==> config.mk <==
export PLATFORM = sky130hd
export DESIGN_NAME = ob_top
export DESIGN_NICKNAME = d
export VERILOG_FILES = /design/src/hw/ob_pkg.sv /design/src/hw/ob_cntrl.sv /design/src/hw/ob_fifo.sv /design/src/hw/ob_table.sv /design/src/hw/ob_top.sv
export SDC_FILE = /design/constraint.sdc
export NUM_CORES = 1
export LEC_CHECK = 0
export BUFFER_PORTS_ARGS = -buffer_cell sky130_fd_sc_hd__buf_2
export CORE_ASPECT_RATIO = 1.2
export CORE_MARGIN = 1.5
export CORE_UTILIZATION = 40
export DETAILED_ROUTE_END_ITERATION = 8
export SYNTH_ARGS = -nofsm -noshare
export SYNTH_HDL_FRONTEND = slang
export SYNTH_SLANG_ARGS = --single-unit
==> constraint.sdc <==
create_clock -name clk -period 8.75 [get_ports clk]
set_clock_uncertainty 0.05 [all_clocks]
set_input_delay 1.75 -clock clk [delete_from_list [all_inputs] [get_ports clk]]
set_output_delay 1.75 -clock clk [all_outputs]
set_load 0.01 [all_outputs]
==> src/hw/ob_pkg.sv <==
// Shared order-book types; plain binary prices, trade results zero-extended into the union
package ob_pkg;

  // Field widths
  localparam int UID_W   = 8;
  localparam int PRICE_W = 16;
  localparam int QTY_W   = 12;

  typedef logic [UID_W-1:0]   uid_t;
  typedef logic [PRICE_W-1:0] price_t;
  typedef logic [QTY_W-1:0]   quantity_t;

  // Command codes
  typedef enum logic [1:0] {
    OP_NOP        = 2'd0,
    OP_BUY        = 2'd1,
    OP_SELL       = 2'd2,
    OP_QRY_BIDASK = 2'd3
  } opcode_t;

  // Response status codes
  typedef enum logic [2:0] {
    S_OKAY   = 3'd0,
    S_BAD    = 3'd1,
    S_REJECT = 3'd2,
    S_TRADE  = 3'd3
  } status_t;

  // Incoming command, 38 bits
  typedef struct packed {
    opcode_t   opcode;
    uid_t      uid;
    quantity_t quantity;
    price_t    price;
  } cmd_t;

  // One resting order in a table slot, 36 bits
  typedef struct packed {
    uid_t      uid;
    quantity_t quantity;
    price_t    price;
  } entry_t;

  // Trade report, 28 bits
  typedef struct packed {
    uid_t      bid_uid;
    uid_t      ask_uid;
    quantity_t quantity;
  } trade_t;

  // Trade padded up to the union width, pad always zero
  typedef struct packed {
    logic [3:0] pad;
    trade_t     body;
  } trade_ext_t;

  // Head prices for a bid/ask query, 32 bits
  typedef struct packed {
    price_t bid_price;
    price_t ask_price;
  } qry_t;

  typedef union packed {
    trade_ext_t trade;
    qry_t       qry;
  } result_t;

  // Outgoing response, 43 bits
  typedef struct packed {
    uid_t    uid;
    status_t status;
    result_t result;
  } rsp_t;

  // Trades have no originating command
  localparam uid_t TRADE_UID = '1;

endpackage

==> src/hw/ob_cntrl.sv <==
// Matching controller; one command at a time, a full table is rejected at once
module ob_cntrl
  import ob_pkg::*;
(
  input  logic      clk,
  input  logic      rst_n,
  input  logic      cmd_vld,
  input  cmd_t      cmd_head,
  output logic      cmd_pop,
  input  logic      rsp_full,
  output logic      rsp_push,
  output rsp_t      rsp_data,
  input  logic      bid_head_vld,
  input  entry_t    bid_head,
  input  logic      bid_full,
  output logic      bid_insert,
  output entry_t    bid_insert_entry,
  output logic      bid_pop,
  output logic      bid_update,
  output quantity_t bid_update_qty,
  input  logic      ask_head_vld,
  input  entry_t    ask_head,
  input  logic      ask_full,
  output logic      ask_insert,
  output entry_t    ask_insert_entry,
  output logic      ask_pop,
  output logic      ask_update,
  output quantity_t ask_update_qty
);

  typedef enum logic [1:0] {
    IDLE      = 2'd0,
    ISSUE_QRY = 2'd1,
    EXECUTE   = 2'd2
  } state_t;

  state_t    state;
  state_t    state_nxt;
  entry_t    new_entry;

  // Head compare, registered in ISSUE_QRY
  logic      cmp_cross;
  logic      cmp_bid_done;
  logic      cmp_ask_done;
  quantity_t cmp_qty;
  quantity_t cmp_rem;
  logic      bid_more;
  logic      ask_more;

  // Same entry offered to both tables, only one gets insert
  assign new_entry.uid      = cmd_head.uid;
  assign new_entry.quantity = cmd_head.quantity;
  assign new_entry.price    = cmd_head.price;
  assign bid_insert_entry   = new_entry;
  assign ask_insert_entry   = new_entry;

  assign bid_more = (bid_head.quantity > ask_head.quantity);
  assign ask_more = (ask_head.quantity > bid_head.quantity);

  // Surviving head gets the remainder
  assign bid_update_qty = cmp_rem;
  assign ask_update_qty = cmp_rem;

  always_comb begin
    state_nxt  = state;
    cmd_pop    = 1'b0;
    rsp_push   = 1'b0;
    rsp_data   = '0;
    bid_insert = 1'b0;
    ask_insert = 1'b0;
    bid_pop    = 1'b0;
    ask_pop    = 1'b0;
    bid_update = 1'b0;
    ask_update = 1'b0;
    case (state)
      IDLE: begin
        // Pop and answer in the same cycle
        if (cmd_vld && !rsp_full) begin
          cmd_pop      = 1'b1;
          rsp_push     = 1'b1;
          rsp_data.uid = cmd_head.uid;
          case (cmd_head.opcode)
            OP_BUY: begin
              if (bid_full) begin
                rsp_data.status = S_REJECT;
              end else begin
                bid_insert      = 1'b1;
                rsp_data.status = S_OKAY;
                state_nxt       = ISSUE_QRY;
              end
            end
            OP_SELL: begin
              if (ask_full) begin
                rsp_data.status = S_REJECT;
              end else begin
                ask_insert      = 1'b1;
                rsp_data.status = S_OKAY;
                state_nxt       = ISSUE_QRY;
              end
            end
            OP_QRY_BIDASK: begin
              rsp_data.status = (bid_head_vld && ask_head_vld) ? S_OKAY : S_BAD;
              // Empty side reads as zero rather than a stale slot
              rsp_data.result.qry.bid_price = bid_head_vld ? bid_head.price : '0;
              rsp_data.result.qry.ask_price = ask_head_vld ? ask_head.price : '0;
            end
            default: begin
              rsp_data.status = S_OKAY;
            end
          endcase
        end
      end
      // Tables have settled, compare is latched this cycle
      ISSUE_QRY: begin
        state_nxt = EXECUTE;
      end
      EXECUTE: begin
        if (!cmp_cross) begin
          state_nxt = IDLE;
        end else if (!rsp_full) begin
          rsp_push                          = 1'b1;
          rsp_data.uid                      = TRADE_UID;
          rsp_data.status                   = S_TRADE;
          rsp_data.result.trade.body.bid_uid  = bid_head.uid;
          rsp_data.result.trade.body.ask_uid  = ask_head.uid;
          rsp_data.result.trade.body.quantity = cmp_qty;
          bid_pop    = cmp_bid_done;
          ask_pop    = cmp_ask_done;
          bid_update = !cmp_bid_done;
          ask_update = !cmp_ask_done;
          // Heads may still cross after this trade
          state_nxt  = ISSUE_QRY;
        end
        // Else stall on a full response queue, tables untouched
      end
      default: begin
        state_nxt = IDLE;
      end
    endcase
  end

  always_ff @(posedge clk or negedge rst_n) begin
    if (!rst_n) begin
      state     <= IDLE;
      cmp_cross <= 1'b0;
    end else begin
      state <= state_nxt;
      if (state == ISSUE_QRY) begin
        cmp_cross <= bid_head_vld && ask_head_vld && (bid_head.price >= ask_head.price);
      end
    end
  end

  // Smaller side is consumed, both on equal quantity
  always_ff @(posedge clk) begin
    if (state == ISSUE_QRY) begin
      cmp_bid_done <= !bid_more;
      cmp_ask_done <= !ask_more;
      cmp_qty      <= bid_more ? ask_head.quantity : bid_head.quantity;
      cmp_rem      <= bid_more ? (bid_head.quantity - ask_head.quantity)
                               : (ask_head.quantity - bid_head.quantity);
    end
  end

endmodule

==> src/hw/ob_fifo.sv <==
// Synchronous FIFO; caller must not push when full nor pop when empty, no internal checks
module ob_fifo
  import ob_pkg::*;
#(
  parameter int  DEPTH     = 4,
  parameter type payload_t = cmd_t
) (
  input  logic     clk,
  input  logic     rst_n,
  input  logic     push,
  input  payload_t push_data,
  input  logic     pop,
  output payload_t head,
  output logic     empty,
  output logic     full
);

  localparam int PTR_W = (DEPTH > 1) ? $clog2(DEPTH) : 1;
  localparam int CNT_W = $clog2(DEPTH + 1);

  // Storage carries no reset
  payload_t         mem [DEPTH];
  logic [PTR_W-1:0] rd_ptr;
  logic [PTR_W-1:0] wr_ptr;
  logic [CNT_W-1:0] count;

  // Wrap explicitly so DEPTH need not be a power of two
  function automatic logic [PTR_W-1:0] next_ptr(input logic [PTR_W-1:0] ptr);
    return (ptr == PTR_W'(DEPTH - 1)) ? '0 : ptr + 1'b1;
  endfunction

  always_ff @(posedge clk) begin
    if (push) begin
      mem[wr_ptr] <= push_data;
    end
  end

  always_ff @(posedge clk or negedge rst_n) begin
    if (!rst_n) begin
      rd_ptr <= '0;
      wr_ptr <= '0;
      count  <= '0;
    end else begin
      if (push) begin
        wr_ptr <= next_ptr(wr_ptr);
      end
      if (pop) begin
        rd_ptr <= next_ptr(rd_ptr);
      end
      // Simultaneous push and pop leaves occupancy unchanged
      case ({push, pop})
        2'b10:   count <= count + 1'b1;
        2'b01:   count <= count - 1'b1;
        default: count <= count;
      endcase
    end
  end

  // Head is valid whenever not empty
  assign head  = mem[rd_ptr];
  assign empty = (count == '0);
  assign full  = (count == CNT_W'(DEPTH));

endmodule

==> src/hw/ob_table.sv <==
// Sorted order table, one op per cycle; insert when full or pop when empty is not guarded here
module ob_table
  import ob_pkg::*;
#(
  parameter int TABLE_DEPTH = 4,
  parameter bit IS_BID      = 1'b1
) (
  input  logic      clk,
  input  logic      rst_n,
  input  logic      insert,
  input  entry_t    insert_entry,
  input  logic      pop,
  input  logic      update,
  input  quantity_t update_qty,
  output logic      head_vld,
  output entry_t    head,
  output logic      full
);

  // Slot 0 is the best order; valid slots are always contiguous from 0
  entry_t                 slots     [TABLE_DEPTH];
  entry_t                 slots_nxt [TABLE_DEPTH];
  logic [TABLE_DEPTH-1:0] vld;
  logic [TABLE_DEPTH-1:0] vld_nxt;
  logic [TABLE_DEPTH-1:0] beats;

  // New entry outranks slot i
  // Strict compare keeps arrival order among equal prices
  always_comb begin
    for (int i = 0; i < TABLE_DEPTH; i++) begin
      if (!vld[i]) begin
        beats[i] = 1'b1;
      end else if (IS_BID) begin
        beats[i] = (insert_entry.price > slots[i].price);
      end else begin
        beats[i] = (insert_entry.price < slots[i].price);
      end
    end
  end

  always_comb begin
    slots_nxt = slots;
    vld_nxt   = vld;
    if (insert) begin
      // Slot 0 only ever takes the new entry
      if (beats[0]) begin
        slots_nxt[0] = insert_entry;
        vld_nxt[0]   = 1'b1;
      end
      for (int i = 1; i < TABLE_DEPTH; i++) begin
        if (beats[i-1]) begin
          // Worse slots move down one place
          slots_nxt[i] = slots[i-1];
          vld_nxt[i]   = vld[i-1];
        end else if (beats[i]) begin
          // First slot the new entry beats
          slots_nxt[i] = insert_entry;
          vld_nxt[i]   = 1'b1;
        end
      end
    end else if (pop) begin
      // Everything moves up, last slot empties
      for (int i = 0; i < TABLE_DEPTH - 1; i++) begin
        slots_nxt[i] = slots[i+1];
      end
      vld_nxt = vld >> 1;
    end else if (update) begin
      // Partial fill of the head
      slots_nxt[0].quantity = update_qty;
    end
  end

  always_ff @(posedge clk) begin
    slots <= slots_nxt;
  end

  always_ff @(posedge clk or negedge rst_n) begin
    if (!rst_n) begin
      vld <= '0;
    end else begin
      vld <= vld_nxt;
    end
  end

  assign head_vld = vld[0];
  assign head     = slots[0];
  // Contiguous valids, so last slot in use means full
  assign full     = vld[TABLE_DEPTH-1];

endmodule

==> src/hw/ob_top.sv <==
// Order-book top; source pushes only while cmd_full low, sink pops only while rsp_empty low
module ob_top
  import ob_pkg::*;
#(
  parameter int CMD_DEPTH   = 4,
  parameter int RSP_DEPTH   = 8,
  parameter int TABLE_DEPTH = 4
) (
  input  logic clk,
  input  logic rst_n,
  input  logic cmd_push,
  input  cmd_t cmd,
  output logic cmd_full,
  input  logic rsp_pop,
  output rsp_t rsp,
  output logic rsp_empty
);

  // Command queue to controller
  logic      cmd_empty;
  logic      cmd_pop;
  cmd_t      cmd_head;

  // Controller to response queue
  logic      rsp_push;
  rsp_t      rsp_data;
  logic      rsp_full;

  // Bid side
  logic      bid_head_vld;
  entry_t    bid_head;
  logic      bid_full;
  logic      bid_insert;
  entry_t    bid_insert_entry;
  logic      bid_pop;
  logic      bid_update;
  quantity_t bid_update_qty;

  // Ask side
  logic      ask_head_vld;
  entry_t    ask_head;
  logic      ask_full;
  logic      ask_insert;
  entry_t    ask_insert_entry;
  logic      ask_pop;
  logic      ask_update;
  quantity_t ask_update_qty;

  ob_fifo #(.DEPTH(CMD_DEPTH), .payload_t(cmd_t)) u_cmd_fifo (
    .clk(clk), .rst_n(rst_n), .push(cmd_push), .push_data(cmd), .pop(cmd_pop),
    .head(cmd_head), .empty(cmd_empty), .full(cmd_full)
  );

  ob_fifo #(.DEPTH(RSP_DEPTH), .payload_t(rsp_t)) u_rsp_fifo (
    .clk(clk), .rst_n(rst_n), .push(rsp_push), .push_data(rsp_data), .pop(rsp_pop),
    .head(rsp), .empty(rsp_empty), .full(rsp_full)
  );

  // Bids kept highest price first
  ob_table #(.TABLE_DEPTH(TABLE_DEPTH), .IS_BID(1'b1)) u_bid_table (
    .clk(clk), .rst_n(rst_n), .insert(bid_insert), .insert_entry(bid_insert_entry),
    .pop(bid_pop), .update(bid_update), .update_qty(bid_update_qty),
    .head_vld(bid_head_vld), .head(bid_head), .full(bid_full)
  );

  // Asks kept lowest price first
  ob_table #(.TABLE_DEPTH(TABLE_DEPTH), .IS_BID(1'b0)) u_ask_table (
    .clk(clk), .rst_n(rst_n), .insert(ask_insert), .insert_entry(ask_insert_entry),
    .pop(ask_pop), .update(ask_update), .update_qty(ask_update_qty),
    .head_vld(ask_head_vld), .head(ask_head), .full(ask_full)
  );

  ob_cntrl u_cntrl (
    .clk(clk), .rst_n(rst_n),
    .cmd_vld(~cmd_empty), .cmd_head(cmd_head), .cmd_pop(cmd_pop),
    .rsp_full(rsp_full), .rsp_push(rsp_push), .rsp_data(rsp_data),
    .bid_head_vld(bid_head_vld), .bid_head(bid_head), .bid_full(bid_full),
    .bid_insert(bid_insert), .bid_insert_entry(bid_insert_entry), .bid_pop(bid_pop),
    .bid_update(bid_update), .bid_update_qty(bid_update_qty),
    .ask_head_vld(ask_head_vld), .ask_head(ask_head), .ask_full(ask_full),
    .ask_insert(ask_insert), .ask_insert_entry(ask_insert_entry), .ask_pop(ask_pop),
    .ask_update(ask_update), .ask_update_qty(ask_update_qty)
  );

endmodule

; Word level (Yosys, flattened, before mapping)
; Memories as Yosys holds them, arrays and structs flattened.
; Cells that the tools add are included.
[totals]
mem_count = 2
reg_bits = 342
elab_cells = 237
out_inout_bits = 45
mem_bits_rw = 496
inputBits = 42
[mem_list]
columns = name, depth, width, read_ports, rd_ports_with_merged_regs, wr, line
row1 = u_rsp_fifo.mem, 8, 43, 1, 0, 1, ob_fifo.sv:22  ; payload_t mem [DEPTH];
row2 = u_cmd_fifo.mem, 4, 38, 1, 0, 1, ob_fifo.sv:22
[classes]
n_reduce_logical = 32
mux = 109
magnitude_cmp = 11
n_bitwise = 1
eq_ne = 28
addsub = 10
[op_table]
columns = operator, count
row1 = $mux 36, 14
row2 = $mux 108, 2
row3 = $mux 88, 2
row4 = $mux 12, 6
row5 = $gt 16x16->1, 4
row6 = $lt 16x16->1, 4
row7 = $mux 28, 2
row8 = $pmux 28 s2, 1
row9 = $mux 1, 51
row10 = $mux 43, 1
row11 = $mux 16, 2
row12 = $mux 32, 1
row13 = $gt 12x12->1, 2
row14 = $reduce_and 2->1, 12
row15 = $sub 12x12->12, 2
row16 = $mux 11, 2
row17 = $pmux 11 s2, 1
row18 = $mux 4, 5
row19 = $mux 2, 9
row20 = $ne 3x1->1 const B, 6
row21 = $ge 16x16->1, 1
row22 = $mux 8, 2
row23 = $eq 2x2->1 const B, 7
row24 = $ne 3x3->1 const B, 4
row25 = 25 further kinds, 48

; Longest topological paths before layout
; Gate-level depths: netlist of run 1.
[depth]
word_depth = 7
depth_mapped = 17

; Hierarchy
; From an unflattened synthesis of run 1, not the netlist that was laid out.
[hier_totals]
hier_cells = 3187
area_unflattened_um2 = 43080.1
[by_module_without_submodules]
columns = mod, area_each_um2, cells_per_inst, n_inst
row1 = ob_fifo at u_rsp_fifo, 13516.7, 554, 1
row2 = ob_table at u_bid_table, 10167.3, 1029, 1
row3 = ob_table at u_ask_table, 9686.8, 921, 1
row4 = ob_fifo at u_cmd_fifo, 5949.5, 237, 1
row5 = ob_cntrl, 3756.1, 445, 1
row6 = ob_top, 3.8, 1, 1

; Worst setup path before layout of run 1
; Ideal clock, no wire load.
[synth_timing]
path_kind = register to register
startpoint = register u_cmd_fifo.rd_ptr[0]
endpoint = register u_bid_table.slots[36] in the netlist's numbering, enable pin
arrival_time_ns = 5.608
setup_ns = 0.479
required_time_ns = 8.221
path_slack_ns = 2.613
path_stages_with_launch = 13
n_path_buf = 3
period_less_slack_ns = 6.137
path_cell_list = dfrtp_1 -> clkbuf_1 -> buf_1 -> mux4_2 -> clkbuf_1 -> ha_1 -> nand4_1 -> nor2_1 -> o221ai_1 -> a21oi_1 -> o21ai_1 -> and3_1 -> o21ai_0
[synth_via]
elab_chain_len = 7
elab_cells_between_ends = 12
classes_between = 2 x order compare / 2 x eq/ne / 5 x mux / 2 x reduce/logical / 1 x memory
[synth_lines]
columns = element, line
row1 = start: declaration, ob_fifo.sv:23  ; logic [PTR_W-1:0] rd_ptr;
row2 = start signal: assignment, ob_fifo.sv:48  ; rd_ptr <= next_ptr(rd_ptr);
row3 = $mem_v2 4x38 (*), -
row4 = branches (longest 5 deep; another with $gt 16x16->1), -
row5 = $reduce_and 2->1 (no line) (*), -
row6 = end signal: assignment, ob_table.sv:74  ; slots <= slots_nxt;
row7 = end: declaration, ob_table.sv:21  ; entry_t slots [TABLE_DEPTH];
; Every way passes the cells marked *.
; A chain may end at the register's enable or synchronous reset.

; Worst setup path after layout of run 1
[layout_timing]
startpoint = register u_cmd_fifo.rd_ptr[0]
endpoint = register u_ask_table.slots[79] in the netlist's numbering, enable pin
[layout_via]
elab_chain_len = 7
elab_cells_between_ends = 12
classes_between = 2 x order compare / 2 x eq/ne / 5 x mux / 2 x reduce/logical / 1 x memory
[layout_lines]
columns = element, line
row1 = $mem_v2 4x38 (*), -
row2 = branches (longest 5 deep; another with $lt 16x16->1), -
row3 = $reduce_and 2->1 (no line) (*), -
row4 = end signal: assignment, ob_table.sv:74
row5 = end: declaration, ob_table.sv:21
; Marked as above.

==> run summary, run 1 <==
## Outcome
- **outcome** complete, no violations

## Critical path
- **cells along the critical path** buf_4 > mux4_2 > ha_1 > or4b_1 > a31oi_1 > o21ai_1 > a22oi_2 > nor2_1 > o21ai_4 > buf_4
- **Crit Path Category** register to register
- **Critical Path AT** 5920 ps
- **path length in cells of the critical path** 10
- **CP startpoint** u_cmd_fifo.rd_ptr[0]$_DFFE_PN0P_
- **most prevalent standard cell on the critical path** sky130_fd_sc_hd__buf_4
- **Crit-path slowest cell** sky130_fd_sc_hd__dfrtp_2
- **total buffers and inverters traversed by the critical path** 2
- **family with the most delay on the worst path** compound AO/OA/AOI/OAI gates
- **CP required** 9010 ps
- **FF-to-FF path depth** 10
- **worst-path fanout max** 22
- **setup slack, reg-to-reg** 3090 ps
- **delay of the slowest critical-path stage** 760 ps
- **worst r2r dst** u_ask_table.slots[79]$_DFFE_PP_
- **startpoint of the lowest-slack register-to-register path** u_cmd_fifo.rd_ptr[0]$_DFFE_PN0P_
- **startpoint type of the worst setup path** register
- **Crit. End Element** register
- **worst setup path endpoint** u_ask_table.slots[79]$_DFFE_PP_

## Floorplan
- **initial standard-cell utilization of the core** 0.405
- **floorplan die width** 285 um
- **IO Pins** 87
- **area enclosed by the die boundary** 97100 sq um
- **Cell Rows** 123
- **Die Y-Extent** 341 um
- **CORE AREA** 94000 sq um

## STA
- **final worst path period need** 5660 ps
- **Fmax** 0.177 GHz
- **count of pins over their slew limit** 0
- **setup repair after global routing missed its margin** false
- **Hold Fails Final Rpt** 0
- **Rel. slew slack** 0.118
- **number of endpoints failing setup at the final stage** 0
- **summed negative setup slack over all endpoints** 0 ps
- **final worst path period share** 0.647
- **slew at the pin closest to its max-slew limit** 1320 ps

## Placed design
- **IO Port Bufs** 85
- **DPL Wire Length** 58.7 mm
- **Cells after DPL** 3808
- **instance area at placement** 39900 sq um
- **routability cong.** 0.851

## Final layout
- **ratio of cells with drive above 1 in the final layout** 0.190
- **relative area change from synthesis to final layout** 12.5%
- **filler-free cell count of the finished design** 3974
- **leading cell types in the layout, fill and taps excluded** sky130_fd_sc_hd__edfxtp_1, sky130_fd_sc_hd__nand2_1, sky130_fd_sc_hd__o21ai_0, sky130_fd_sc_hd__mux2i_1, sky130_fd_sc_hd__ha_1
- **net count of the finished layout** 2844
- **commonest non-fill, non-tap cell in the layout** sky130_fd_sc_hd__edfxtp_1
- **final standard cell area without fillers** 42900 sq um
- **Final Core Density** 0.456

## Route
- **# DRC** 0
- **antenna violation net count after detailed routing** 0
- **DRC marker count from the first detailed-route iteration** 1649
- **number of vias per cell after detailed routing** 5.47
- **total vias in the final route** 21700
- **drt total wl** 91.1 mm
- **detailed-routing iteration count for the pre-antenna-repair pass** 5
- **mean routed wirelength per cell** 22.9 um

## Synthesis
- **Post-Syn Nets** 2775
- **number of standard cells after synthesis** 2579
- **post-synthesis register bit count** 830
- **share of flip-flops with an asynchronous set or reset** 0.0337
- **count of flip-flops with a built-in enable after synthesis** 802
- **sequential area share after synthesis** 0.650
- **warnings from Yosys** 0
- **Top FF cell, synth** sky130_fd_sc_hd__edfxtp_1
- **Mean Syn Cell Area** 14.8 sq um
- **Mapped Area** 38100 sq um
- **distinct cell type count of the synthesized netlist** 52

## Global route
- **vias in the first global route** 22800
- **gr usage total** 0.188
- **number of antenna violations at the first check in global routing** 7
- **GRT overflow** 0
- **pin count of the biggest net entering global routing** 104
- **wire length of the first global-routing pass** 139 mm

## Power and ir drop
- **Sw Ratio** 0.369
- **clock group share of total power** 0.219
- **Gate power share** 0.395
- **pwr/cell area** 401 nW/um^2
- **largest vdd supply drop** 0.233 mV
- **cell-internal power** 10900 uW
- **reported leakage power** 0.0162 uW
- **Total Power Consumption** 17200 uW
- **sequential power share** 0.386
- **sw power** 6340 uW

## Run
- **max-cap violation count** 0

## Clocking
- **number of cells upsized or downsized after cts** 0
- **CTS tree** built
- **clk sink count** 830
- **Root Buffer Master** sky130_fd_sc_hd__clkbuf_16
- **source-to-sink clock delay at the later pin of the worst-skew pair** 650 ps
- **Clock Pin Slew Worst Setup and Hold Paths** 60 ps
- **cts hold-fix bufs** 0
- **number of buffers added for setup after CTS** 0
- **number of buffers added by the clock tree synthesis step** 88
- **H-tree level count** 3
- **clock tree buffer depth** 3

## Min path
- **Hold Crit Class** register to register

## synth_stat cells, types with 3 or more instances
cell type                     n  area, sq um
sky130_fd_sc_hd__fa_1         4         80.1
sky130_fd_sc_hd__buf_4        5         37.5
sky130_fd_sc_hd__a21oi_1     56          280
sky130_fd_sc_hd__a22o_1      31          272
sky130_fd_sc_hd__a211oi_1     7         52.6
sky130_fd_sc_hd__nand3_1      7         35.0
sky130_fd_sc_hd__o2111ai_1    4         35.0
sky130_fd_sc_hd__mux2_2     116         1310
sky130_fd_sc_hd__a21o_1      35          263
sky130_fd_sc_hd__ha_1       150         1880
sky130_fd_sc_hd__clkbuf_1   109          409
sky130_fd_sc_hd__nand3b_1     6         45.0
sky130_fd_sc_hd__mux2i_1    163         1630
sky130_fd_sc_hd__nor4_1       4         25.0
sky130_fd_sc_hd__nand2_1    320         1200
sky130_fd_sc_hd__a31oi_1      4         25.0
sky130_fd_sc_hd__o221ai_1     3         26.3
sky130_fd_sc_hd__dfrtp_1     28          701
sky130_fd_sc_hd__inv_1      144          541
sky130_fd_sc_hd__nor3_1      16         80.1
sky130_fd_sc_hd__edfxtp_1   802        24100
sky130_fd_sc_hd__o21ai_0    249         1250
sky130_fd_sc_hd__xor2_1       7         61.3
sky130_fd_sc_hd__buf_2       11         55.1
sky130_fd_sc_hd__and3_1       6         37.5
sky130_fd_sc_hd__and2_1       5         31.3
sky130_fd_sc_hd__mux4_2     122         2750
sky130_fd_sc_hd__o21a_1      10         75.1
sky130_fd_sc_hd__nor2b_1      9         56.3
sky130_fd_sc_hd__buf_1       11         41.3
sky130_fd_sc_hd__nand2b_1     7         43.8
sky130_fd_sc_hd__o21ai_1     12         60.1
sky130_fd_sc_hd__xnor2_1      9         78.8
sky130_fd_sc_hd__nand4_1     21          131
sky130_fd_sc_hd__nor2_1      59          221
## sequential cells by signal, summed over array words and instances (netlist names), 4 cells and up
name                    count
u_ask_table.head           36
u_ask_table.slots         108
u_ask_table.vld             4
u_bid_table.head           36
u_bid_table.slots         108
u_bid_table.vld             4
u_cmd_fifo.mem            152
u_cntrl.ask_update_qty     12
u_cntrl.cmp_qty            12
u_rsp_fifo.count            4
u_rsp_fifo.mem            336
## through the flow
stage / hold WS, ps / setup slack (ps)
floorplan: 407 / 2610
global placement: 429 / 3070
detailed placement: 442 / 3050
CTS: 453 / 3020
global route: 475 / 2770
finish: 453 / 3090
## layer usage
| metal | share of wire | track usage | up-vias |
|---|---|---|---|
| met1 | 0.42 | 0.236 | 11100 |
| met2 | 0.51 | 0.328 | 534 |
| met5 | 0.00025 | 0 | - |
| met3 | 0.042 | 0.0259 | 167 |
| met4 | 0.032 | 0.0719 | 4 |
| li1 | - | - | 9925 |
## logic make-up after synthesis
| family | Yosys count | synth area share |
|---|---|---|
| other cells | 1 | 0.0000984 |
| xor+xnor | 16 | 0.00368 |
| mux | 401 | 0.149 |
| fa+ha+maj | 154 | 0.0514 |
| compound gates | 427 | 0.0647 |
| flops | 830 | 0.650 |
| simple gates | 467 | 0.0514 |
| buf+inv | 283 | 0.0292 |
## final cells by class
| cell class | instances | area [sq um] |
|---|---|---|
| Antenna cell | 3 | 7.51 |
| Clock buffer | 109 | 2320 |
| Clock inverter | 54 | 621 |
| Fill cell | 8178 | 51100 |
| Inverter | 144 | 543 |
| Multi-Input combinational cell | 1466 | 12400 |
| Sequential cell | 830 | 24800 |
| Tap cell | 1250 | 1560 |
| Timing Repair Buffer | 118 | 673 |
## power groups by stage
| stage | logic [uW] | clock network, uW | registers (uW) |
|---|---|---|---|
| after floorplan | 4890 | 0 | 6390 |
| after global placement | 6670 | 0 | 6670 |
| after detailed placement | 6870 | 0 | 6730 |
| after CTS | 6890 | 3840 | 6650 |
| after global routing | 7490 | 3980 | 6740 |
| final | 6800 | 3770 | 6640 |
## worst register-to-register path: cells and delay by family (launching register included)
family,cells,cell delay (ps)
AND/OR/NAND/NOR,2,710
multiplexers,1,760
adder cells (fa/ha/maj),1,320
flip-flops,1,760
AO/OA/AOI/OAI,4,1700
buffers and inverters,2,1000
## worst min path at each step
stage	from	cells after the start	slack, ps	to
after CTS	u_cmd_fifo.count[2]$_DFFE_PN0P_	1	450	u_cmd_fifo.count[2]$_DFFE_PN0P_
final	u_cmd_fifo.count[2]$_DFFE_PN0P_	1	450	u_cmd_fifo.count[2]$_DFFE_PN0P_
after global routing	u_cmd_fifo.count[2]$_DFFE_PN0P_	1	470	u_cmd_fifo.count[2]$_DFFE_PN0P_
after floorplan	u_cmd_fifo.count[2]$_DFFE_PN0P_	1	410	u_cmd_fifo.count[2]$_DFFE_PN0P_
after detailed placement	u_cmd_fifo.count[2]$_DFFE_PN0P_	1	440	u_cmd_fifo.count[2]$_DFFE_PN0P_
after global placement	u_cmd_fifo.count[2]$_DFFE_PN0P_	1	430	u_cmd_fifo.count[2]$_DFFE_PN0P_
No activity file was read; power rests on OpenSTA's default activity.
==> run 2, diff against run 1 <==
==> constraint.sdc (replaced) <==
create_clock -name clk -period 4.86 [get_ports clk]
set_clock_uncertainty 0.05 [all_clocks]
set_input_delay 0.972 -clock clk [delete_from_list [all_inputs] [get_ports clk]]
set_output_delay 0.972 -clock clk [all_outputs]
set_load 0.01 [all_outputs]
==> run 2 against run 1 <==
  * Sequential share of layout area shrank 0.13 points
  * Power grew 79%
  * Clock-buffer cell count fell by 1
  * First-iteration DRC count rose by 5.2%
  * Register-to-register slack got worse by 2400 ps
  * Sequential cell count did not move
  * Sequential power rose by 81%
  * Critical path type unchanged
  * Highest routed layer unchanged
==> run summary, run 2 (synthesis results as in run 1) <==
## STA
- **number of endpoints failing setup at the final stage** 0, unchanged
- **final worst path period share** 0.862, was 0.647
- **setup repair after global routing missed its margin** false, unchanged
- **Hold Fails Final Rpt** 0, unchanged
- **Fmax** 0.239 GHz, was 0.177 GHz
- **summed negative setup slack over all endpoints** 0 ps, unchanged
- **count of pins over their slew limit** 0, unchanged
- **Worst Slack Setup Final** 671 ps, was 3090 ps
- **slew at the pin closest to its max-slew limit** 1290 ps, was 1320 ps
- **final worst path period need** 4190 ps, was 5660 ps
- **tightest hold margin** 356 ps, was 453 ps
- **Rel. slew slack** 0.137, was 0.118

## Route
- **antenna violation net count after detailed routing** 0, unchanged
- **# DRC** 0, unchanged
- **drt total wl** 90.1 mm, was 91.1 mm
- **detailed-routing iteration count for the pre-antenna-repair pass** 5, unchanged
- **number of vias per cell after detailed routing** 5.45, was 5.47
- **mean routed wirelength per cell** 22.6 um, was 22.9 um
- **total vias in the final route** 21700, about the same
- **DRC marker count from the first detailed-route iteration** 1734, was 1649

## Floorplan
- **floorplan die width** 285 um, unchanged
- **Cell Rows** 123, unchanged
- **IO Pins** 87, unchanged
- **Die Y-Extent** 341 um, unchanged
- **area enclosed by the die boundary** 97100 sq um, unchanged
- **CORE AREA** 94000 sq um, unchanged
- **initial standard-cell utilization of the core** 0.405, unchanged

## Outcome
- **outcome** complete, no violations, unchanged

## Critical path
- **setup slack, reg-to-reg** 670 ps, was 3090 ps
- **worst-path fanout max** 21, was 22
- **startpoint of the lowest-slack register-to-register path** u_cmd_fifo.rd_ptr[1]$_DFFE_PN0P_, was u_cmd_fifo.rd_ptr[0]$_DFFE_PN0P_
- **FF-to-FF path depth** 12, was 10
- **Crit. End Element** register, unchanged
- **CP required** 5170 ps, was 9010 ps
- **Crit Path Category** register to register, unchanged
- **worst r2r dst** u_ask_table.slots[6]$_DFFE_PP_, was u_ask_table.slots[79]$_DFFE_PP_
- **Critical Path AT** 4500 ps, was 5920 ps
- **worst setup path endpoint** u_ask_table.slots[6]$_DFFE_PP_, was u_ask_table.slots[79]$_DFFE_PP_
- **startpoint type of the worst setup path** register, unchanged
- **CP startpoint** u_cmd_fifo.rd_ptr[1]$_DFFE_PN0P_, was u_cmd_fifo.rd_ptr[0]$_DFFE_PN0P_

## Global route
- **vias in the first global route** 23000, was 22800
- **wire length of the first global-routing pass** 138 mm, was 139 mm
- **number of antenna violations at the first check in global routing** 7, unchanged
- **gr usage total** 0.187, was 0.188
- **pin count of the biggest net entering global routing** 157, was 104
- **GRT overflow** 0, unchanged

## Clocking
- **Clock Pin Slew Worst Setup and Hold Paths** 60 ps, about the same
- **number of buffers added for setup after CTS** 0, unchanged
- **clk sink count** 830, unchanged
- **clock tree buffer depth** 3, unchanged
- **CTS tree** built, unchanged
- **cts hold-fix bufs** 0, unchanged
- **H-tree level count** 3, unchanged
- **source-to-sink clock delay at the later pin of the worst-skew pair** 660 ps, was 650 ps
- **Root Buffer Master** sky130_fd_sc_hd__clkbuf_16, unchanged
- **number of buffers added by the clock tree synthesis step** 86, was 88
- **number of cells upsized or downsized after cts** 0, unchanged

## Min path
- **Hold Crit Class** primary input to asynchronous set/reset pin, was register to register

## Final layout
- **leading cell types in the layout, fill and taps excluded** sky130_fd_sc_hd__edfxtp_1, sky130_fd_sc_hd__nand2_1, sky130_fd_sc_hd__o21ai_0, sky130_fd_sc_hd__mux2i_1, sky130_fd_sc_hd__ha_1, unchanged
- **max FFs per register** 336, unchanged
- **fillers** 8216, was 8178
- **ratio of cells with drive above 1 in the final layout** 0.195, was 0.190
- **relative area change from synthesis to final layout** 12.8%, was 12.5%
- **biggest regs** u_rsp_fifo.mem (336), u_cmd_fifo.mem (152), unchanged
- **net count of the finished layout** 2867, was 2844
- **register cell area after layout** 24800 sq um, unchanged
- **register bank with the most flops** u_rsp_fifo.mem, unchanged
- **commonest non-fill, non-tap cell in the layout** sky130_fd_sc_hd__edfxtp_1, unchanged
- **total area of multi-input combinational cells** 12400 sq um, about the same

## Run
- **max-cap violation count** 0, unchanged

## Placed design
- **routability cong.** 0.857, was 0.851
- **Post-Place Setup Slack** 716 ps, was 3050 ps
- **DPL Wire Length** 59.8 mm, was 58.7 mm
- **IO Port Bufs** 85, unchanged

## Power and ir drop
- **reported leakage power** 0.0162 uW, about the same
- **largest vdd supply drop** 0.355 mV, was 0.233 mV
- **pwr/cell area** 717 nW/um^2, was 401 nW/um^2

-- run 2: cell types whose count changed in the layout (fill, tap and decap cells not counted), moves of 2 or more --
| cell | delta |
|---|---|
| sky130_fd_sc_hd__clkinv_2 | -4 |
| sky130_fd_sc_hd__clkinv_4 | +2 |
| sky130_fd_sc_hd__buf_12 | +8 |
| sky130_fd_sc_hd__buf_4 | +17 |
| sky130_fd_sc_hd__inv_6 | +4 |
| sky130_fd_sc_hd__clkinv_8 | +2 |
| sky130_fd_sc_hd__clkinv_16 | -3 |
| sky130_fd_sc_hd__inv_16 | -2 |
| sky130_fd_sc_hd__clkbuf_8 | -2 |
| sky130_fd_sc_hd__clkinvlp_4 | -3 |
| sky130_fd_sc_hd__clkbuf_1 | +2 |
| sky130_fd_sc_hd__clkinv_1 | -5 |
-- run 2: final cells by class --
class | instances | area share
Timing Repair Buffer | 143 | 0.0224
Multi-Input combinational cell | 1466 | 0.287
Inverter | 144 | 0.0126
Tap cell | 1250 | 0.0364
Antenna cell | 3 | 0.000175
Clock inverter | 44 | 0.0113
Sequential cell | 830 | 0.577
Clock buffer | 108 | 0.0530
-- run 2: critical path: stages, from the launching register on --
cell and delay, ps:
sky130_fd_sc_hd__dfrtp_1 690, sky130_fd_sc_hd__buf_4 300, sky130_fd_sc_hd__mux4_2 550, sky130_fd_sc_hd__ha_1 410
sky130_fd_sc_hd__a21oi_1 140, sky130_fd_sc_hd__nor2b_1 60, sky130_fd_sc_hd__o21ai_0 230, sky130_fd_sc_hd__a21oi_1 110
sky130_fd_sc_hd__nor3_1 160, sky130_fd_sc_hd__nor2_1 100, sky130_fd_sc_hd__o31ai_4 260, sky130_fd_sc_hd__buf_4 410
sky130_fd_sc_hd__mux2_2 390
-- run 2: through the flow --
step,cell area [sq um],cells,utilization,power (uW)
global route,43000,3986,0.457,32700
CTS,43000,3985,0.457,31100
global placement,40200,3833,0.428,24100
finish,43000,3988,0.457,30800
detailed placement,40200,3833,0.428,24600
floorplan,38100,2579,-,20300
-- run 2: worst min path at each step --
stage | start | end | slack (ps) | cells past startpoint
2_1_floorplan | u_cmd_fifo.count[2]$_DFFE_PN0P_ | u_cmd_fifo.count[2]$_DFFE_PN0P_ | 410 | 1
3_3_place_gp | u_cmd_fifo.count[2]$_DFFE_PN0P_ | u_cmd_fifo.count[2]$_DFFE_PN0P_ | 430 | 1
3_5_place_dp | u_cmd_fifo.count[2]$_DFFE_PN0P_ | u_cmd_fifo.count[2]$_DFFE_PN0P_ | 460 | 1
4_1_cts | rst_n | u_cmd_fifo.count[2]$_DFFE_PN0P_ | 350 | 1
5_1_grt | rst_n | u_cmd_fifo.count[1]$_DFFE_PN0P_ | 380 | 1
6_report | rst_n | u_cmd_fifo.wr_ptr[1]$_DFFE_PN0P_ | 360 | 1
-- run 2: where the power goes --
group	internal, uW	leakage (uW)	switching, uW
Clock	3760	0.00134	2750
Combinational	4940	0.00718	7360
Sequential	10900	0.00772	1140
Total	19600	0.0162	11300
-- run 2: layer usage --
| layer | wire [um] | up-vias | share of wire | track usage |
|---|---|---|---|---|
| met4 | 3330 | 8 | 0.037 | 0.0752 |
| met1 | 37100 | 11100 | 0.41 | 0.232 |
| met3 | 4170 | 165 | 0.046 | 0.0313 |
| met5 | 45 | - | 0.00050 | 0 |
| met2 | 45400 | 523 | 0.50 | 0.323 |
| li1 | - | 9969 | - | - |
==> run 3, diff against run 2 <==
--- a/config.mk
+++ b/config.mk
@@ -5,7 +5,7 @@
 export SDC_FILE = /design/constraint.sdc
 export NUM_CORES = 1
 export LEC_CHECK = 0
-export BUFFER_PORTS_ARGS = -buffer_cell sky130_fd_sc_hd__buf_2
+export BUFFER_PORTS_ARGS = -buffer_cell sky130_fd_sc_hd__buf_4
 export CORE_ASPECT_RATIO = 1.2
 export CORE_MARGIN = 1.5
 export CORE_UTILIZATION = 40
==> run 3 against run 2 <==
  * Power rose by 1.8%
  * Cell count is 0.30% higher
  * Maximum frequency fell by 0.99%
  * Non-clock buffer count grew 8
  * Setup slack got worse by 42 ps
  * Wire length increased by 1.0%
  * Die area unchanged
  * Combinational power about the same
  * Global-route usage grew 0.079 points
  * Sequential share of layout area down 0.50 points
  * Critical path type unchanged
  * Highest routed layer is now met4
==> run summary, run 3 (synthesis results as in run 1) <==
## Outcome
- **outcome** complete, no violations, unchanged

## STA
- **slew at the pin closest to its max-slew limit** 1330 ps, was 1290 ps
- **final worst path period need** 4230 ps, was 4190 ps
- **Fmax** 0.236 GHz, was 0.239 GHz
- **summed negative setup slack over all endpoints** 0 ps, unchanged
- **tightest hold margin** 224 ps, was 356 ps
- **Rel. slew slack** 0.108, was 0.137
- **number of endpoints failing setup at the final stage** 0, unchanged
- **setup repair after global routing missed its margin** false, unchanged
- **final worst path period share** 0.871, was 0.862
- **Hold Fails Final Rpt** 0, unchanged
- **count of pins over their slew limit** 0, unchanged

## Final layout
- **max FFs per register** 336, unchanged
- **biggest regs** u_rsp_fifo.mem (336), u_cmd_fifo.mem (152), unchanged
- **Final Core Density** 0.461, was 0.457
- **register bank with the most flops** u_rsp_fifo.mem, unchanged
- **leading cell types in the layout, fill and taps excluded** sky130_fd_sc_hd__edfxtp_1, sky130_fd_sc_hd__nand2_1, sky130_fd_sc_hd__o21ai_0, sky130_fd_sc_hd__mux2i_1, sky130_fd_sc_hd__ha_1, unchanged
- **relative area change from synthesis to final layout** 13.8%, was 12.8%
- **net count of the finished layout** 2877, was 2867
- **final standard cell area without fillers** 43400 sq um, was 43000 sq um
- **ratio of cells with drive above 1 in the final layout** 0.198, was 0.195
- **commonest non-fill, non-tap cell in the layout** sky130_fd_sc_hd__edfxtp_1, unchanged
- **antenna fix cells** 0, was 3

## Floorplan
- **Die Y-Extent** 341 um, unchanged
- **IO Pins** 87, unchanged
- **Cell Rows** 123, unchanged
- **initial standard-cell utilization of the core** 0.405, unchanged
- **area enclosed by the die boundary** 97100 sq um, unchanged
- **floorplan die width** 285 um, unchanged
- **CORE AREA** 94000 sq um, unchanged

## Route
- **sum of met2 wire segment lengths after detailed routing** 46.3 mm, was 45.4 mm
- **total vias in the final route** 21800, was 21700
- **drt total wl** 91.0 mm, was 90.1 mm
- **detailed-routing iteration count for the pre-antenna-repair pass** 5, unchanged
- **mean routed wirelength per cell** 22.7 um, was 22.6 um
- **number of vias per cell after detailed routing** 5.45, about the same
- **DRC marker count from the first detailed-route iteration** 1628, was 1734
- **met1 wire length** 37.3 mm, was 37.1 mm
- **highest layer used for signal routing** met4, was met5
- **# DRC** 0, unchanged
- **wire length on met3** 4.37 mm, was 4.17 mm
- **antenna violation net count after detailed routing** 0, unchanged

## Clocking
- **number of buffers added for setup after CTS** 0, unchanged
- **cts hold-fix bufs** 0, unchanged
- **number of cells upsized or downsized after cts** 0, unchanged
- **clock tree buffer depth** 3, unchanged
- **clk sink count** 830, unchanged
- **number of buffers added by the clock tree synthesis step** 88, was 86
- **source-to-sink clock delay at the later pin of the worst-skew pair** 660 ps, about the same
- **CTS tree** built, unchanged
- **Root Buffer Master** sky130_fd_sc_hd__clkbuf_16, unchanged
- **Clock Pin Slew Worst Setup and Hold Paths** 60 ps, about the same
- **H-tree level count** 3, unchanged

## Power and ir drop
- **reported leakage power** 0.0164 uW, was 0.0162 uW
- **pwr/cell area** 723 nW/um^2, was 717 nW/um^2
- **Total Power Consumption** 31400 uW, was 30800 uW
- **largest vdd supply drop** 0.373 mV, was 0.355 mV

## Critical path
- **Crit. End Element** register, unchanged
- **Crit-path slowest cell** sky130_fd_sc_hd__mux4_2, was sky130_fd_sc_hd__dfrtp_1
- **delay of the slowest critical-path stage** 740 ps, was 690 ps
- **total buffers and inverters traversed by the critical path** 2, unchanged
- **FF-to-FF path depth** 12, unchanged
- **worst-path fanout max** 36, was 21
- **Critical Path AT** 4460 ps, was 4500 ps
- **most prevalent standard cell on the critical path** sky130_fd_sc_hd__buf_4
- **setup slack, reg-to-reg** 630 ps, was 670 ps
- **CP required** 5080 ps, was 5170 ps
- **worst r2r dst** u_bid_table.slots[100]$_DFFE_PP_, was u_ask_table.slots[6]$_DFFE_PP_
- **worst setup path endpoint** u_bid_table.slots[100]$_DFFE_PP_, was u_ask_table.slots[6]$_DFFE_PP_
- **path length in cells of the critical path** 12, unchanged
- **family with the most delay on the worst path** compound AO/OA/AOI/OAI gates, was multiplexers
- **startpoint type of the worst setup path** register, unchanged
- **cells along the critical path** buf_4 > mux4_2 > ha_1 > nand4_1 > nor2_1 > o21ai_0 > o2111ai_1 > a31oi_1 > a211o_2 > a21o_1 > nand2_1 > buf_4, was buf_4 > mux4_2 > ha_1 > a21oi_1 > nor2b_1 > o21ai_0 > a21oi_1 > nor3_1 > nor2_1 > o31ai_4 > buf_4 > mux2_2
- **CP startpoint** u_cmd_fifo.rd_ptr[0]$_DFFE_PN0P_, was u_cmd_fifo.rd_ptr[1]$_DFFE_PN0P_
- **startpoint of the lowest-slack register-to-register path** u_cmd_fifo.rd_ptr[0]$_DFFE_PN0P_, was u_cmd_fifo.rd_ptr[1]$_DFFE_PN0P_
- **Crit Path Category** register to register, unchanged

## Placed design
- **routability cong.** 0.834, was 0.857
- **IO Port Bufs** 85, unchanged
- **DPL Wire Length** 59.8 mm, about the same
- **instance area at placement** 40500 sq um, was 40200 sq um

## Global route
- **GRT overflow** 0, unchanged
- **pin count of the biggest net entering global routing** 157, unchanged
- **gr usage total** 0.187, about the same
- **wire length of the first global-routing pass** 139 mm, was 138 mm
- **vias in the first global route** 23000, about the same
- **number of antenna violations at the first check in global routing** 0, was 7

## Min path
- **Hold Crit Class** primary input to asynchronous set/reset pin, unchanged

## Run
- **max-cap violation count** 0, unchanged

-- run 3: through the flow --
step | setup WS [ps] | cells
floorplan | 77.5 | 2579
global placement | 670 | 3841
detailed placement | 678 | 3841
CTS | 642 | 4000
global route | 396 | 4000
finish | 629 | 4000
-- run 3: final cells by class --
type                    count  area [sq um]
clock inverters            40           487
repair buffers            151          1230
well taps                1250          1560
flip-flops and latches    830         24800
inverters                 144           543
multi-input cells        1466         12400
clock buffers             119          2380
fillers                  8125         50700
-- run 3: worst min path at each step --
stage | start | cells after the start | slack (ps) | endpoint
floorplan | u_cmd_fifo.count[2]$_DFFE_PN0P_ | 1 | 410 | u_cmd_fifo.count[2]$_DFFE_PN0P_
global placement | u_cmd_fifo.count[2]$_DFFE_PN0P_ | 1 | 430 | u_cmd_fifo.count[2]$_DFFE_PN0P_
CTS | rst_n | 1 | 190 | u_cntrl.cmp_cross$_DFFE_PN0N_
finish | rst_n | 1 | 220 | u_cntrl.cmp_cross$_DFFE_PN0N_
detailed placement | u_cmd_fifo.count[0]$_DFFE_PN0P_ | 1 | 440 | u_cmd_fifo.count[0]$_DFFE_PN0P_
global route | rst_n | 1 | 230 | u_cntrl.cmp_cross$_DFFE_PN0N_
-- run 3: per-layer routing --
| layer | up-vias | global-route usage |
|---|---|---|
| li1 | 9986 | - |
| met1 | 11100 | 0.233 |
| met2 | 545 | 0.328 |
| met3 | 172 | 0.0292 |
| met4 | 0 | 0.0728 |
| met5 | - | 0 |
-- run 3: report_power, final --
part	internal, uW	switching [uW]
Clock	3930	2780
Combinational	5160	7460
Sequential	10900	1160
